==> config.mk <==
export PLATFORM = sky130hd
export DESIGN_NAME = cpu_top
export DESIGN_NICKNAME = d
export VERILOG_FILES = /design/src/source/cpu_pkg.sv /design/src/source/cpu_decoder.sv /design/src/source/cpu_pc.sv /design/src/source/cpu_reg_file.sv /design/src/source/cpu_alu.sv /design/src/source/cpu_top.sv
export VERILOG_INCLUDE_DIRS = /design/src /design/src/include
export SDC_FILE = /design/constraint.sdc
export NUM_CORES = 1
export LEC_CHECK = 0
export BUFFER_PORTS_ARGS = -buffer_cell sky130_fd_sc_hd__buf_4
export CORE_MARGIN = 10
export CORE_UTILIZATION = 60
export DETAILED_ROUTE_END_ITERATION = 6
export GPL_TIMING_DRIVEN = 0
export PLACE_DENSITY = 0.82
export SLEW_MARGIN = 5
export SYNTH_ARGS = -nofsm -noshare
export SYNTH_HDL_FRONTEND = slang
export SYNTH_SLANG_ARGS = --single-unit
export TNS_END_PERCENT = 30
==> constraint.sdc <==
create_clock -name CLK -period 7.9 [get_ports CLK]
set_input_delay 1.58 -clock CLK [delete_from_list [all_inputs] [get_ports CLK]]
set_output_delay 1.58 -clock CLK [all_outputs]
set_load 0.01 [all_outputs]
==> src/include/cpu_consts.svh <==
`ifndef CPU_CONSTS_SVH
`define CPU_CONSTS_SVH

////////////////////////////////////////
// datapath sizes
////////////////////////////////////////
`define CPU_DATA_W    8              // register and memory byte
`define CPU_ADDR_W    32             // program counter
`define CPU_REG_N     8              // register file depth
`define CPU_REG_AW    3              // register index bits

// program counter
`define CPU_PC_STEP   32'd4          // bytes per instruction
`define CPU_RESET_PC  32'h0000_0000  // first fetch address

////////////////////////////////////////
// opcodes, top byte of the instruction
////////////////////////////////////////
`define CPU_OP_LOADI  8'h00
`define CPU_OP_MOV    8'h01
`define CPU_OP_ADD    8'h02
`define CPU_OP_SUB    8'h03          // add with negated operand
`define CPU_OP_AND    8'h04
`define CPU_OP_OR     8'h05
`define CPU_OP_J      8'h06
`define CPU_OP_BEQ    8'h07
`define CPU_OP_LWD    8'h08          // address from register
`define CPU_OP_LWI    8'h09          // address from immediate
`define CPU_OP_SWD    8'h0a
`define CPU_OP_SWI    8'h0b
`define CPU_OP_BNE    8'h10          // jump and branch both set

`endif

==> src/source/cpu_pkg.sv <==
`include "cpu_consts.svh"

package cpu_pkg;

    ////////////////////////////////////////
    // instruction word layout
    ////////////////////////////////////////
    typedef struct packed {
        logic [7:0]             opcode;  // bits 31:24
        logic [`CPU_DATA_W-1:0] dest;    // rd, or branch offset
        logic [`CPU_DATA_W-1:0] src1;    // rt
        logic [`CPU_DATA_W-1:0] src2;    // rs, or immediate
    } instr_t;

    // alu function select
    typedef enum logic [2:0] {
        ALU_FWD = 3'd0,  // pass operand two
        ALU_ADD = 3'd1,  // also sub via negate
        ALU_AND = 3'd2,
        ALU_OR  = 3'd3
    } alu_op_t;

    ////////////////////////////////////////
    // decoded controls, 11 bits
    ////////////////////////////////////////
    typedef struct packed {
        logic    reg_write;   // write back to register file
        logic    negate;      // two's complement of operand two
        logic    use_imm;     // immediate replaces operand two
        alu_op_t alu_op;
        logic    jump;
        logic    branch;      // with jump set: branch on not equal
        logic    mem_read;    // read strobe
        logic    mem_write;   // write strobe
        logic    mem_to_reg;  // write back memory data
    } ctrl_t;

endpackage

==> src/source/cpu_decoder.sv <==
`timescale 1ns/1ps
`include "cpu_consts.svh"

module cpu_decoder
    import cpu_pkg::*;
(
    input  logic [7:0] opcode,
    output ctrl_t      ctrl
);

    always_comb
    begin
        ctrl = '0;  // unknown opcodes fall through as a no-op
        case (opcode)
            `CPU_OP_LOADI:
            begin
                ctrl.reg_write = 1'b1;
                ctrl.use_imm   = 1'b1;    // immediate straight through
                ctrl.alu_op    = ALU_FWD;
            end
            `CPU_OP_MOV:
            begin
                ctrl.reg_write = 1'b1;
                ctrl.alu_op    = ALU_FWD;  // copy rs
            end
            `CPU_OP_ADD:
            begin
                ctrl.reg_write = 1'b1;
                ctrl.alu_op    = ALU_ADD;
            end
            `CPU_OP_SUB:
            begin
                ctrl.reg_write = 1'b1;
                ctrl.negate    = 1'b1;    // rt + (-rs)
                ctrl.alu_op    = ALU_ADD;
            end
            `CPU_OP_AND:
            begin
                ctrl.reg_write = 1'b1;
                ctrl.alu_op    = ALU_AND;
            end
            `CPU_OP_OR:
            begin
                ctrl.reg_write = 1'b1;
                ctrl.alu_op    = ALU_OR;
            end
            `CPU_OP_J:       ctrl.jump = 1'b1;  // alu result unused
            `CPU_OP_BEQ:
            begin
                ctrl.negate = 1'b1;       // compare by subtraction
                ctrl.alu_op = ALU_ADD;
                ctrl.branch = 1'b1;
            end
            `CPU_OP_BNE:
            begin
                ctrl.negate = 1'b1;
                ctrl.alu_op = ALU_ADD;
                ctrl.jump   = 1'b1;       // jump+branch means taken on nonzero
                ctrl.branch = 1'b1;
            end
            `CPU_OP_LWD, `CPU_OP_LWI:
            begin
                ctrl.reg_write  = 1'b1;
                ctrl.use_imm    = (opcode == `CPU_OP_LWI);  // address source
                ctrl.alu_op     = ALU_FWD;
                ctrl.mem_read   = 1'b1;
                ctrl.mem_to_reg = 1'b1;   // load data to rd
            end
            `CPU_OP_SWD, `CPU_OP_SWI:
            begin
                ctrl.use_imm   = (opcode == `CPU_OP_SWI);
                ctrl.alu_op    = ALU_FWD; // address on alu_result
                ctrl.mem_write = 1'b1;    // data is regout1
            end
            default:         ctrl = '0;
        endcase
    end

endmodule

==> src/source/cpu_pc.sv <==
`timescale 1ns/1ps
`include "cpu_consts.svh"

module cpu_pc
(
    input  logic                   CLK,
    input  logic                   RESET,
    input  logic [`CPU_DATA_W-1:0] offset,       // word offset, signed
    input  logic                   jump,
    input  logic                   branch,
    input  logic                   zero,
    input  logic                   busywait,     // data memory stall
    input  logic                   instr_cache_busywait,
    output logic [`CPU_ADDR_W-1:0] pc
);

    logic [`CPU_ADDR_W-1:0] pc_plus4;
    logic [`CPU_ADDR_W-1:0] offset_ext;      // sign extended, times four
    logic [`CPU_ADDR_W-1:0] target;
    logic [`CPU_ADDR_W-1:0] next_pc;
    logic                   take;
    logic                   stall;

    ////////////////////////////////////////
    // next address
    ////////////////////////////////////////
    assign pc_plus4   = pc + `CPU_PC_STEP;
    assign offset_ext = {{(`CPU_ADDR_W-`CPU_DATA_W-2){offset[`CPU_DATA_W-1]}}, offset, 2'b00};
    assign target     = pc_plus4 + offset_ext;

    // j taken always, beq on zero, bne (both set) on not zero
    assign take    = jump ? (~branch | ~zero) : (branch & zero);
    assign next_pc = take ? target : pc_plus4;

    assign stall = busywait | instr_cache_busywait;  // either memory holds the pc

    always_ff @(posedge CLK)
    begin
        if (RESET)
            pc <= `CPU_RESET_PC;
        else if (!stall)
            pc <= next_pc;
    end

endmodule

==> src/source/cpu_reg_file.sv <==
`timescale 1ns/1ps
`include "cpu_consts.svh"

module cpu_reg_file
(
    input  logic                   CLK,
    input  logic                   RESET,
    input  logic [`CPU_DATA_W-1:0] write_data,
    input  logic [`CPU_REG_AW-1:0] write_addr,
    input  logic [`CPU_REG_AW-1:0] read_addr1,
    input  logic [`CPU_REG_AW-1:0] read_addr2,
    input  logic                   write_enable,
    input  logic                   busywait,   // load still pending
    output logic [`CPU_DATA_W-1:0] regout1,
    output logic [`CPU_DATA_W-1:0] regout2
);

    logic [`CPU_DATA_W-1:0] regs [`CPU_REG_N];

    ////////////////////////////////////////
    // two asynchronous read ports
    ////////////////////////////////////////
    assign regout1 = regs[read_addr1];
    assign regout2 = regs[read_addr2];  // operand two, before negate/imm

    // single write port

    always_ff @(posedge CLK)
    begin
        if (RESET)
        begin
            for (int i = 0; i < `CPU_REG_N; i++)
            begin
                regs[i] <= '0;  // all registers start at zero
            end
        end
        else if (write_enable && !busywait)
        begin
            regs[write_addr] <= write_data;  // commits at the last edge of a load
        end
    end

endmodule

==> src/source/cpu_alu.sv <==
`timescale 1ns/1ps
`include "cpu_consts.svh"

module cpu_alu
    import cpu_pkg::*;
(
    input  logic [`CPU_DATA_W-1:0] regout1,    // operand one
    input  logic [`CPU_DATA_W-1:0] regout2,
    input  logic [`CPU_DATA_W-1:0] immediate,
    input  ctrl_t                  ctrl,
    output logic [`CPU_DATA_W-1:0] result,
    output logic                   zero
);

    logic [`CPU_DATA_W-1:0] reg_operand;       // rs, maybe negated
    logic [`CPU_DATA_W-1:0] operand2;

    ////////////////////////////////////////
    // operand two selection
    ////////////////////////////////////////
    always_comb
    begin
        if (ctrl.negate)
            reg_operand = ~regout2 + 1'b1;  // two's complement
        else
            reg_operand = regout2;
    end

    assign operand2 = ctrl.use_imm ? immediate : reg_operand;  // imm wins

    ////////////////////////////////////////
    // functions
    ////////////////////////////////////////
    always_comb
    begin
        case (ctrl.alu_op)
            ALU_FWD: result = operand2;             // loadi, mov, memory address
            ALU_ADD: result = regout1 + operand2;   // add, sub, compare
            ALU_AND: result = regout1 & operand2;
            ALU_OR:  result = regout1 | operand2;
            default: result = '0;
        endcase
    end

    // equal operands give zero after subtraction
    assign zero = (result == '0);

endmodule

==> src/source/cpu_top.sv <==
`timescale 1ns/1ps
`include "cpu_consts.svh"

module cpu_top
    import cpu_pkg::*;
(
    input  logic                   CLK,
    input  logic                   RESET,
    input  instr_t                 instruction,
    input  logic [`CPU_DATA_W-1:0] read_data,
    input  logic                   busywait,             // data memory
    input  logic                   instr_cache_busywait,
    output logic [`CPU_ADDR_W-1:0] pc,
    output logic                   read,
    output logic                   write,
    output logic [`CPU_DATA_W-1:0] regout1,              // store data
    output logic [`CPU_DATA_W-1:0] alu_result            // memory address
);

    ctrl_t                  ctrl;
    logic [`CPU_DATA_W-1:0] regout2;
    logic [`CPU_DATA_W-1:0] write_data;
    logic                   zero;

    ////////////////////////////////////////
    // control and program counter
    ////////////////////////////////////////
    cpu_decoder decoder_inst (.opcode(instruction.opcode), .ctrl(ctrl));

    assign read  = ctrl.mem_read;   // opcode only, no gating
    assign write = ctrl.mem_write;

    cpu_pc pc_inst
    (
        .CLK                  (CLK),
        .RESET                (RESET),
        .offset               (instruction.dest),   // dest byte doubles as offset
        .jump                 (ctrl.jump),
        .branch               (ctrl.branch),
        .zero                 (zero),
        .busywait             (busywait),
        .instr_cache_busywait (instr_cache_busywait),
        .pc                   (pc)
    );

    ////////////////////////////////////////
    // datapath
    ////////////////////////////////////////
    assign write_data = ctrl.mem_to_reg ? read_data : alu_result;  // load vs alu

    cpu_reg_file reg_file_inst
    (
        .CLK          (CLK),
        .RESET        (RESET),
        .write_data   (write_data),
        .write_addr   (instruction.dest[`CPU_REG_AW-1:0]),
        .read_addr1   (instruction.src1[`CPU_REG_AW-1:0]),
        .read_addr2   (instruction.src2[`CPU_REG_AW-1:0]),
        .write_enable (ctrl.reg_write),
        .busywait     (busywait),
        .regout1      (regout1),
        .regout2      (regout2)
    );

    cpu_alu alu_inst
    (
        .regout1   (regout1),
        .regout2   (regout2),
        .immediate (instruction.src2),   // full byte as immediate
        .ctrl      (ctrl),
        .result    (alu_result),
        .zero      (zero)
    );

endmodule

==> summary.md, run 1 <==
| Metric | Value |
|---|---|
| Outcome | completed |
| Max VDD drop | 0.09820 mV |
| Total iterations of the first detailed-routing run | 5 |
| Die height | 135.2 um |
| DP Wirelength | 16390 um |
| Routed wire length | 21840 um |
| Mux cell area share after synthesis | 0.1557 |
| Ratio of cells with drive above 1 in the final layout | 0.1788 |
| Critical Path RT | 6.32 ns |
| Clk slew on worst S/H paths | 0.07 ns |
| DRT antenna net count | 0 |
| Number of synthesized flops with an enable pin | 64 |
| Pin count of the biggest net entering global routing | 28 |
| Period utilization | 0.9342 |
| RSZ-0062 raised after global routing | false |
| Max frequency | 135.5 MHz |
| Insertion delay to the later sink of the worst-skew pair | 0.35 ns |
| DIE WIDTH | 135.2 um |
| Worst R2R Setup Slack | 2.19 ns |
| Final setup violation count | 0 |
| Largest family of logic cells by synthesized area | simple AND/OR/NAND/NOR gates |
| Synth Area in XOR/XNOR | 0.07044 |
| Diodes inserted | 0 |
| Pwr dens | 146.0 nW/um^2 |
| First-pass GRT wire length | 34760 um |
| Mean Syn Cell Area | 9.485 sq um |
| Cell mode on critical path | a21oi_1 |
| #FFs+latches synth | 94 |
| Critical path type | in2out |
| DR vias | 6947 |
| GRT Overall Usage | 0.2363 |
| Total gr overflow | 0 |
| Pleak | 3.790 nW |
| Fin crit period | 7.380 ns |
| Number of global-route vias before repair | 6939 |
| Post-Synthesis Cell Area | 7958 sq um |
| Simple-gate share of the synthesized area | 0.1841 |
| Core Area | 13140 sq um |
| Fillcell total | 1081 |
| CP bufs+invs | 3 |
| Root Buffer | clkbuf_16 |
| Max_cap viols | 0 |
| Yosys cell types | 80 |
| Maximum fanout along the worst path | 10 |
| Storage element area | 2522 sq um |
| CTS Sinks | 94 |
| Dpl cells | 1094 |
| YS warnings | 0 |
| Primary FF master, synth | edfxtp_1 |
| Crit path max-delay family | buffers and inverters |
| Non-Filler Instances | 1110 |
| PostCTS Resize Cnt | 0 |
| Buffers on Ports | 78 |
| Post-CTS setup buffers | 0 |
| 1st-iter DRT viols | 649 |
| Initial antenna violation count | 0 |
| Die area | 18270 sq um |
| Crit. End Element | output port |
| Commonest non-fill, non-tap cell in the layout | nor2_1 |
| Fin nets | 1022 |
| Worst Skew | 0.006419 ns |
| Effective utilization at floorplan | 0.6057 |
| Min-delay worst type | reg2reg |
| Post-route setup TNS | 0 ns |
| Slew @ Worst Pin | 0.9040 ns |
| Cells after Synth | 839 |
| WL per Instance | 19.68 um |
| Deepest clock path buffer count | 2 |
| Sequential area share after synthesis | 0.3170 |
| Compound-cell area share of the yosys netlist | 0.1494 |
| Row cnt | 42 |
| Ys async rst share | 0 |
| Startpoint types | primary input |
| CTS tree | built |
| Largest stage delay on the critical path | 0.71 ns |
| Ports | 94 |
| GPL Wtd Cong | 0.9121 |
| Crit-path slowest cell | buf_1 |
| Vias per cell | 6.259 |
| Commonest cells after routing, fill and taps aside | 134 x nor2_1, 82 x buf_4, 64 x edfxtp_1, 51 x nand2_1, 47 x ha_1 |
| Multi-input gate area | 5089 sq um |
| Remaining DRCs | 0 |
| WP data arrival | 5.80 ns |
| Slew headroom | 0.3801 |
| H-tree depth | 3 |
| CTS buffer count | 9 |
| Area delta synth->final | 13.63% |
| Critical path cell sequence | clkbuf_1 -> buf_1 -> mux4_2 -> mux2_2 -> ha_1 -> fa_1 -> a21o_1 -> a21oi_1 -> o21ai_0 -> a21oi_1 -> xnor2_1 -> a22o_1 -> nand2b_1 -> buf_4 |
| Endpoints failing hold | 0 |
| Max-slew violation count | 0 |
| Hold_buf cts | 0 |
| Synth Area in Adders | 0.07893 |
==> flip-flops by register name, summed over array words and instances, names as in the netlist <==
name and flops:
pc_inst.pc 30, reg_file_inst.regs 64
==> worst paths after layout <==
| kind | depth (start not counted) | startpoint | to |
|---|---|---|---|
| worst max-delay path | 14 | instruction[8] | alu_result[6] |
| worst min-delay path | 2 | pc_inst.pc[29] | pc_inst.pc[29] |
| worst max register to register | 19 | pc_inst.pc[2] | pc_inst.pc[31] |
| worst min register to register | 2 | pc_inst.pc[29] | pc_inst.pc[29] |
==> worst reg2reg max path: cells and delay by family (launching register included) <==
| family | cells | cell delay (ns) |
|---|---|---|
| simple gates | 9 | 2.66 |
| mux | 2 | 0.51 |
| buf+inv | 1 | 0.20 |
| compound gates | 4 | 0.96 |
| xor+xnor | 1 | 0.21 |
| fa+ha+maj | 2 | 0.61 |
| flops | 1 | 0.46 |
==> cell usage after synthesis (6+ instances only) <==
| cell type | instances | area [sq um] |
|---|---|---|
| o21ai_0 | 27 | 135.1 |
| nand3_1 | 36 | 180.2 |
| nand2b_1 | 16 | 100.1 |
| a31oi_1 | 10 | 62.56 |
| and3_1 | 8 | 50.05 |
| dfxtp_1 | 30 | 600.6 |
| edfxtp_1 | 64 | 1922 |
| ha_1 | 47 | 588.1 |
| mux2_2 | 7 | 78.83 |
| nor3_1 | 15 | 75.07 |
| mux4_2 | 32 | 720.7 |
| nand2_1 | 51 | 191.4 |
| xnor2_1 | 37 | 324.1 |
| nor2_1 | 134 | 503.0 |
| xor2_1 | 27 | 236.5 |
| inv_1 | 37 | 138.9 |
| o211ai_1 | 7 | 52.55 |
| a211oi_1 | 23 | 172.7 |
| clkbuf_1 | 23 | 86.33 |
| nor2b_1 | 7 | 43.79 |
| a21oi_1 | 33 | 165.2 |
| o32ai_1 | 6 | 52.55 |
| or3_1 | 6 | 37.54 |
| a21o_1 | 11 | 82.58 |
| mux2i_1 | 40 | 400.4 |
==> layout make-up <==
cell class                      count  share of cell area
Tap cell                          176             0.02435
Sequential cell                    94              0.2790
Timing Repair Buffer               78             0.06476
Multi-Input combinational cell    670              0.5628
Inverter                           38             0.01577
Buffer                             38             0.02297
Clock inverter                      5            0.004705
Clock buffer                       11             0.02574
==> metal layers <==
| layer | wire length, um | part of all wire | global-route usage |
|---|---|---|---|
| met1 | 8563 | 0.39 | 0.2748 |
| met2 | 11140 | 0.51 | 0.4211 |
| met3 | 1459 | 0.067 | 0.04970 |
| met4 | 675 | 0.031 | 0.08074 |
| met5 | 0 | 0 | 0 |
==> cell families (layout without fill, tap and decap cells) <==
logic type	after synthesis	after routing
XOR/XNOR	64	64
flip-flops	94	94
AO/OA/AOI/OAI	169	169
other	1	2
adder cells (fa/ha/maj)	49	49
AND/OR/NAND/NOR	304	304
multiplexers	82	82
buffers and inverters	76	170
==> through the flow <==
step                setup WS, ns  utilization  area (sq um)  total power, mW  hold WS [ns]
finish                    0.5201       0.6883          9042            1.320        0.5391
global route              0.1678       0.6883          9042            1.375        0.5679
CTS                       0.4947       0.6883          9042            1.318        0.5409
detailed placement        0.5024       0.6673          8767           0.9053        0.5275
global placement          0.5531       0.6673          8767           0.8971        0.5201
floorplan                  1.152            -          7961           0.7994        0.5411
==> where the power goes <==
part	switching, mW	leakage, nW	internal, mW
Clock	0.203	0.136	0.219
Combinational	0.194	2.75	0.148
Sequential	0.0151	0.906	0.542
No activity file was read; power rests on OpenSTA's default activity.
==> run 2: changes to the inputs <==
--- a/config.mk
+++ b/config.mk
@@ -8,10 +8,9 @@
 export LEC_CHECK = 0
 export BUFFER_PORTS_ARGS = -buffer_cell sky130_fd_sc_hd__buf_4
 export CORE_MARGIN = 10
-export CORE_UTILIZATION = 60
+export CORE_UTILIZATION = 32
 export DETAILED_ROUTE_END_ITERATION = 6
 export GPL_TIMING_DRIVEN = 0
-export PLACE_DENSITY = 0.82
 export SLEW_MARGIN = 5
 export SYNTH_ARGS = -nofsm -noshare
 export SYNTH_HDL_FRONTEND = slang
==> run 2 against run 1 <==
Largest cell class unchanged. Worst setup slack worse by 0.060 ns. Largest power group unchanged. Global-route usage down 8.9 points. Count of clock-buffer cells in the layout down 2. Combinational power about the same. Clock skew up 0.0045 ns. Fmax down 0.80%. Die area up 73%.
==> summary.md, run 2 (same netlist as run 1, synthesis figures left out) <==
| Metric | Value |
|---|---|
| Clk slew on worst S/H paths | 0.07 ns (about the same) |
| Max_cap viols | 0 (unchanged) |
| CTS buffer count | 9 (unchanged) |
| Crit. End Element | output port (unchanged) |
| Ports | 94 (unchanged) |
| Deepest clock path buffer count | 2 (unchanged) |
| Row cnt | 57 (was 42) |
| Area delta synth->final | 16.12% (was 13.63%) |
| Max VDD drop | 0.09583 mV (was 0.09820 mV) |
| Worst R2R Setup Slack | 2.11 ns (was 2.19 ns) |
| Remaining DRCs | 0 (unchanged) |
| Pwr dens | 144.3 nW/um^2 (was 146.0 nW/um^2) |
| WL per Instance | 18.68 um (was 19.68 um) |
| Fillcell total | 2491 (was 1081) |
| Startpoint types | primary input (unchanged) |
| Max-slew violation count | 0 (unchanged) |
| Slew headroom | 0.3551 (was 0.3801) |
| Worst hold start | pc_inst.pc[22] (was pc_inst.pc[29]) |
| Dpl cell area | 8952 sq um (was 8767 sq um) |
| Pleak | 3.799 nW (was 3.790 nW) |
| Maximum fanout along the worst path | 10 (unchanged) |
| Endpoints failing hold | 0 (unchanged) |
| RR Startpoint | pc_inst.pc[2] (unchanged) |
| Die height | 177.7 um (was 135.2 um) |
| 1st-iter DRT viols | 467 (was 649) |
| CTS tree | built (unchanged) |
| First-pass GRT wire length | 37210 um (was 34760 um) |
| DR vias | 6801 (was 6947) |
| Min-Delay Path Depth | 2 (unchanged) |
| Effective utilization at floorplan | 0.3263 (was 0.6057) |
| PostCTS Resize Cnt | 0 (unchanged) |
| Commonest non-fill, non-tap cell in the layout | nor2_1 (unchanged) |
| GRT Overall Usage | 0.1478 (was 0.2363) |
| Total gr overflow | 0 (unchanged) |
| H-tree depth | 3 (unchanged) |
| Non-Filler Instances | 1258 (was 1110) |
| Flip-flop count of the largest register after layout | 64 (unchanged) |
| Worst reg2reg path depth | 19 (unchanged) |
| Core Area | 24390 sq um (was 13140 sq um) |
| CTS Sinks | 94 (unchanged) |
| Final instance area | 9240 sq um (was 9042 sq um) |
| Reg2Reg Capture Point | pc_inst.pc[31] (unchanged) |
| DRT antenna net count | 0 (unchanged) |
| Total iterations of the first detailed-routing run | 5 (unchanged) |
| Root Buffer | clkbuf_16 (unchanged) |
| Vias per cell | 5.406 (was 6.259) |
| DP Wirelength | 17980 um (was 16390 um) |
| Final setup violation count | 0 (unchanged) |
| GPL Wtd Cong | 0.8795 (was 0.9121) |
| DIE WIDTH | 177.7 um (was 135.2 um) |
| RSZ-0062 raised after global routing | false (unchanged) |
| Pin count of the biggest net entering global routing | 28 (unchanged) |
| Reg with most FFs | reg_file_inst.regs (unchanged) |
| Insertion delay to the later sink of the worst-skew pair | 0.36 ns (was 0.35 ns) |
| Routed wire length | 23500 um (was 21840 um) |
| Slew @ Worst Pin | 0.9674 ns (was 0.9040 ns) |
| Worst Hold End | pc_inst.pc[22] (was pc_inst.pc[29]) |
| Post-placement worst setup slack | 0.4165 ns (was 0.5024 ns) |
| Buffers on Ports | 78 (unchanged) |
| Initial antenna violation count | 0 (unchanged) |
| Critical Path RT | 6.32 ns (about the same) |
| Final core utilization | 0.3788 (was 0.6883) |
| Period utilization | 0.9417 (was 0.9342) |
| Fin nets | 1022 (unchanged) |
| Setup ws final | 0.4606 ns (was 0.5201 ns) |
| Post-route setup TNS | 0 ns (unchanged) |
| Worst Skew | 0.01093 ns (was 0.006419 ns) |
| Dpl cells | 1242 (was 1094) |
| Die area | 31580 sq um (was 18270 sq um) |
| Ratio of cells with drive above 1 in the final layout | 0.1809 (was 0.1788) |
| Max frequency | 134.4 MHz (was 135.5 MHz) |
| WP data arrival | 5.86 ns (was 5.80 ns) |
| Min-delay worst type | reg2reg (unchanged) |
| Post-CTS setup buffers | 0 (unchanged) |
| Critical path type | in2out (unchanged) |
| Outcome | completed (unchanged) |
| Number of global-route vias before repair | 6700 (was 6939) |
| Hold_buf cts | 0 (unchanged) |
| Fin crit period | 7.439 ns (was 7.380 ns) |
| Biggest regs | reg_file_inst.regs (64), pc_inst.pc (30) (unchanged) |
| Diodes inserted | 0 (unchanged) |
| Commonest cells after routing, fill and taps aside | 134 x nor2_1, 82 x buf_4, 64 x edfxtp_1, 51 x nand2_1, 47 x ha_1 (unchanged) |
[run 2: worst max path at each step]
stage                     to      startpoint  slack, ns
6_report       alu_result[6]  instruction[8]       0.46
3_5_place_dp   alu_result[6]  instruction[8]       0.42
4_1_cts        alu_result[6]  instruction[8]       0.39
3_3_place_gp   alu_result[6]  instruction[8]       0.41
2_1_floorplan  alu_result[6]  instruction[8]       1.15
5_1_grt        alu_result[6]  instruction[8]       0.07
[run 2: layout make-up]
| class | count | area (sq um) | share of cell area |
|---|---|---|---|
| Clock buffer | 9 | 225.2 | 0.02437 |
| Tap cell | 324 | 405.4 | 0.04387 |
| Sequential cell | 94 | 2522 | 0.2730 |
| Multi-Input combinational cell | 670 | 5089 | 0.5507 |
| Clock inverter | 7 | 62.56 | 0.006770 |
| Buffer | 38 | 207.7 | 0.02248 |
| Inverter | 38 | 142.6 | 0.01544 |
| Timing Repair Buffer | 78 | 585.6 | 0.06337 |
[run 2: stage by stage]
step / hold WS [ns] / power (mW)
finish: 0.5407 / 1.334
global route: 0.5759 / 1.398
CTS: 0.5356 / 1.345
detailed placement: 0.5237 / 0.9121
global placement: 0.5243 / 0.9083
floorplan: 0.5411 / 0.7994
[run 2: report_power, final]
part / leakage (nW) / internal [mW] / switching (mW)
clock: 0.145 / 0.222 / 0.211
combinational: 2.75 / 0.148 / 0.196
sequential: 0.906 / 0.541 / 0.0151
[run 2: worst max-delay path: stages]
cell and delay [ns]:
clkbuf_1 0.42, buf_1 0.78, mux4_2 0.59, mux2_2 0.33, ha_1 0.26, fa_1 0.42
a21o_1 0.17, a21oi_1 0.22, o21ai_0 0.12, a21oi_1 0.18, xnor2_1 0.14, a22o_1 0.22
nand2b_1 0.24, buf_4 0.16
[run 2: layer usage]
metal / track usage / vias to the layer above / routed length (um)
met5: 0 / - / 0
met4: 0.02918 / 0 / 325
met3: 0.03166 / 23 / 1656
met2: 0.2463 / 207 / 11120
met1: 0.1934 / 3287 / 10390
li1: - / 3284 / -
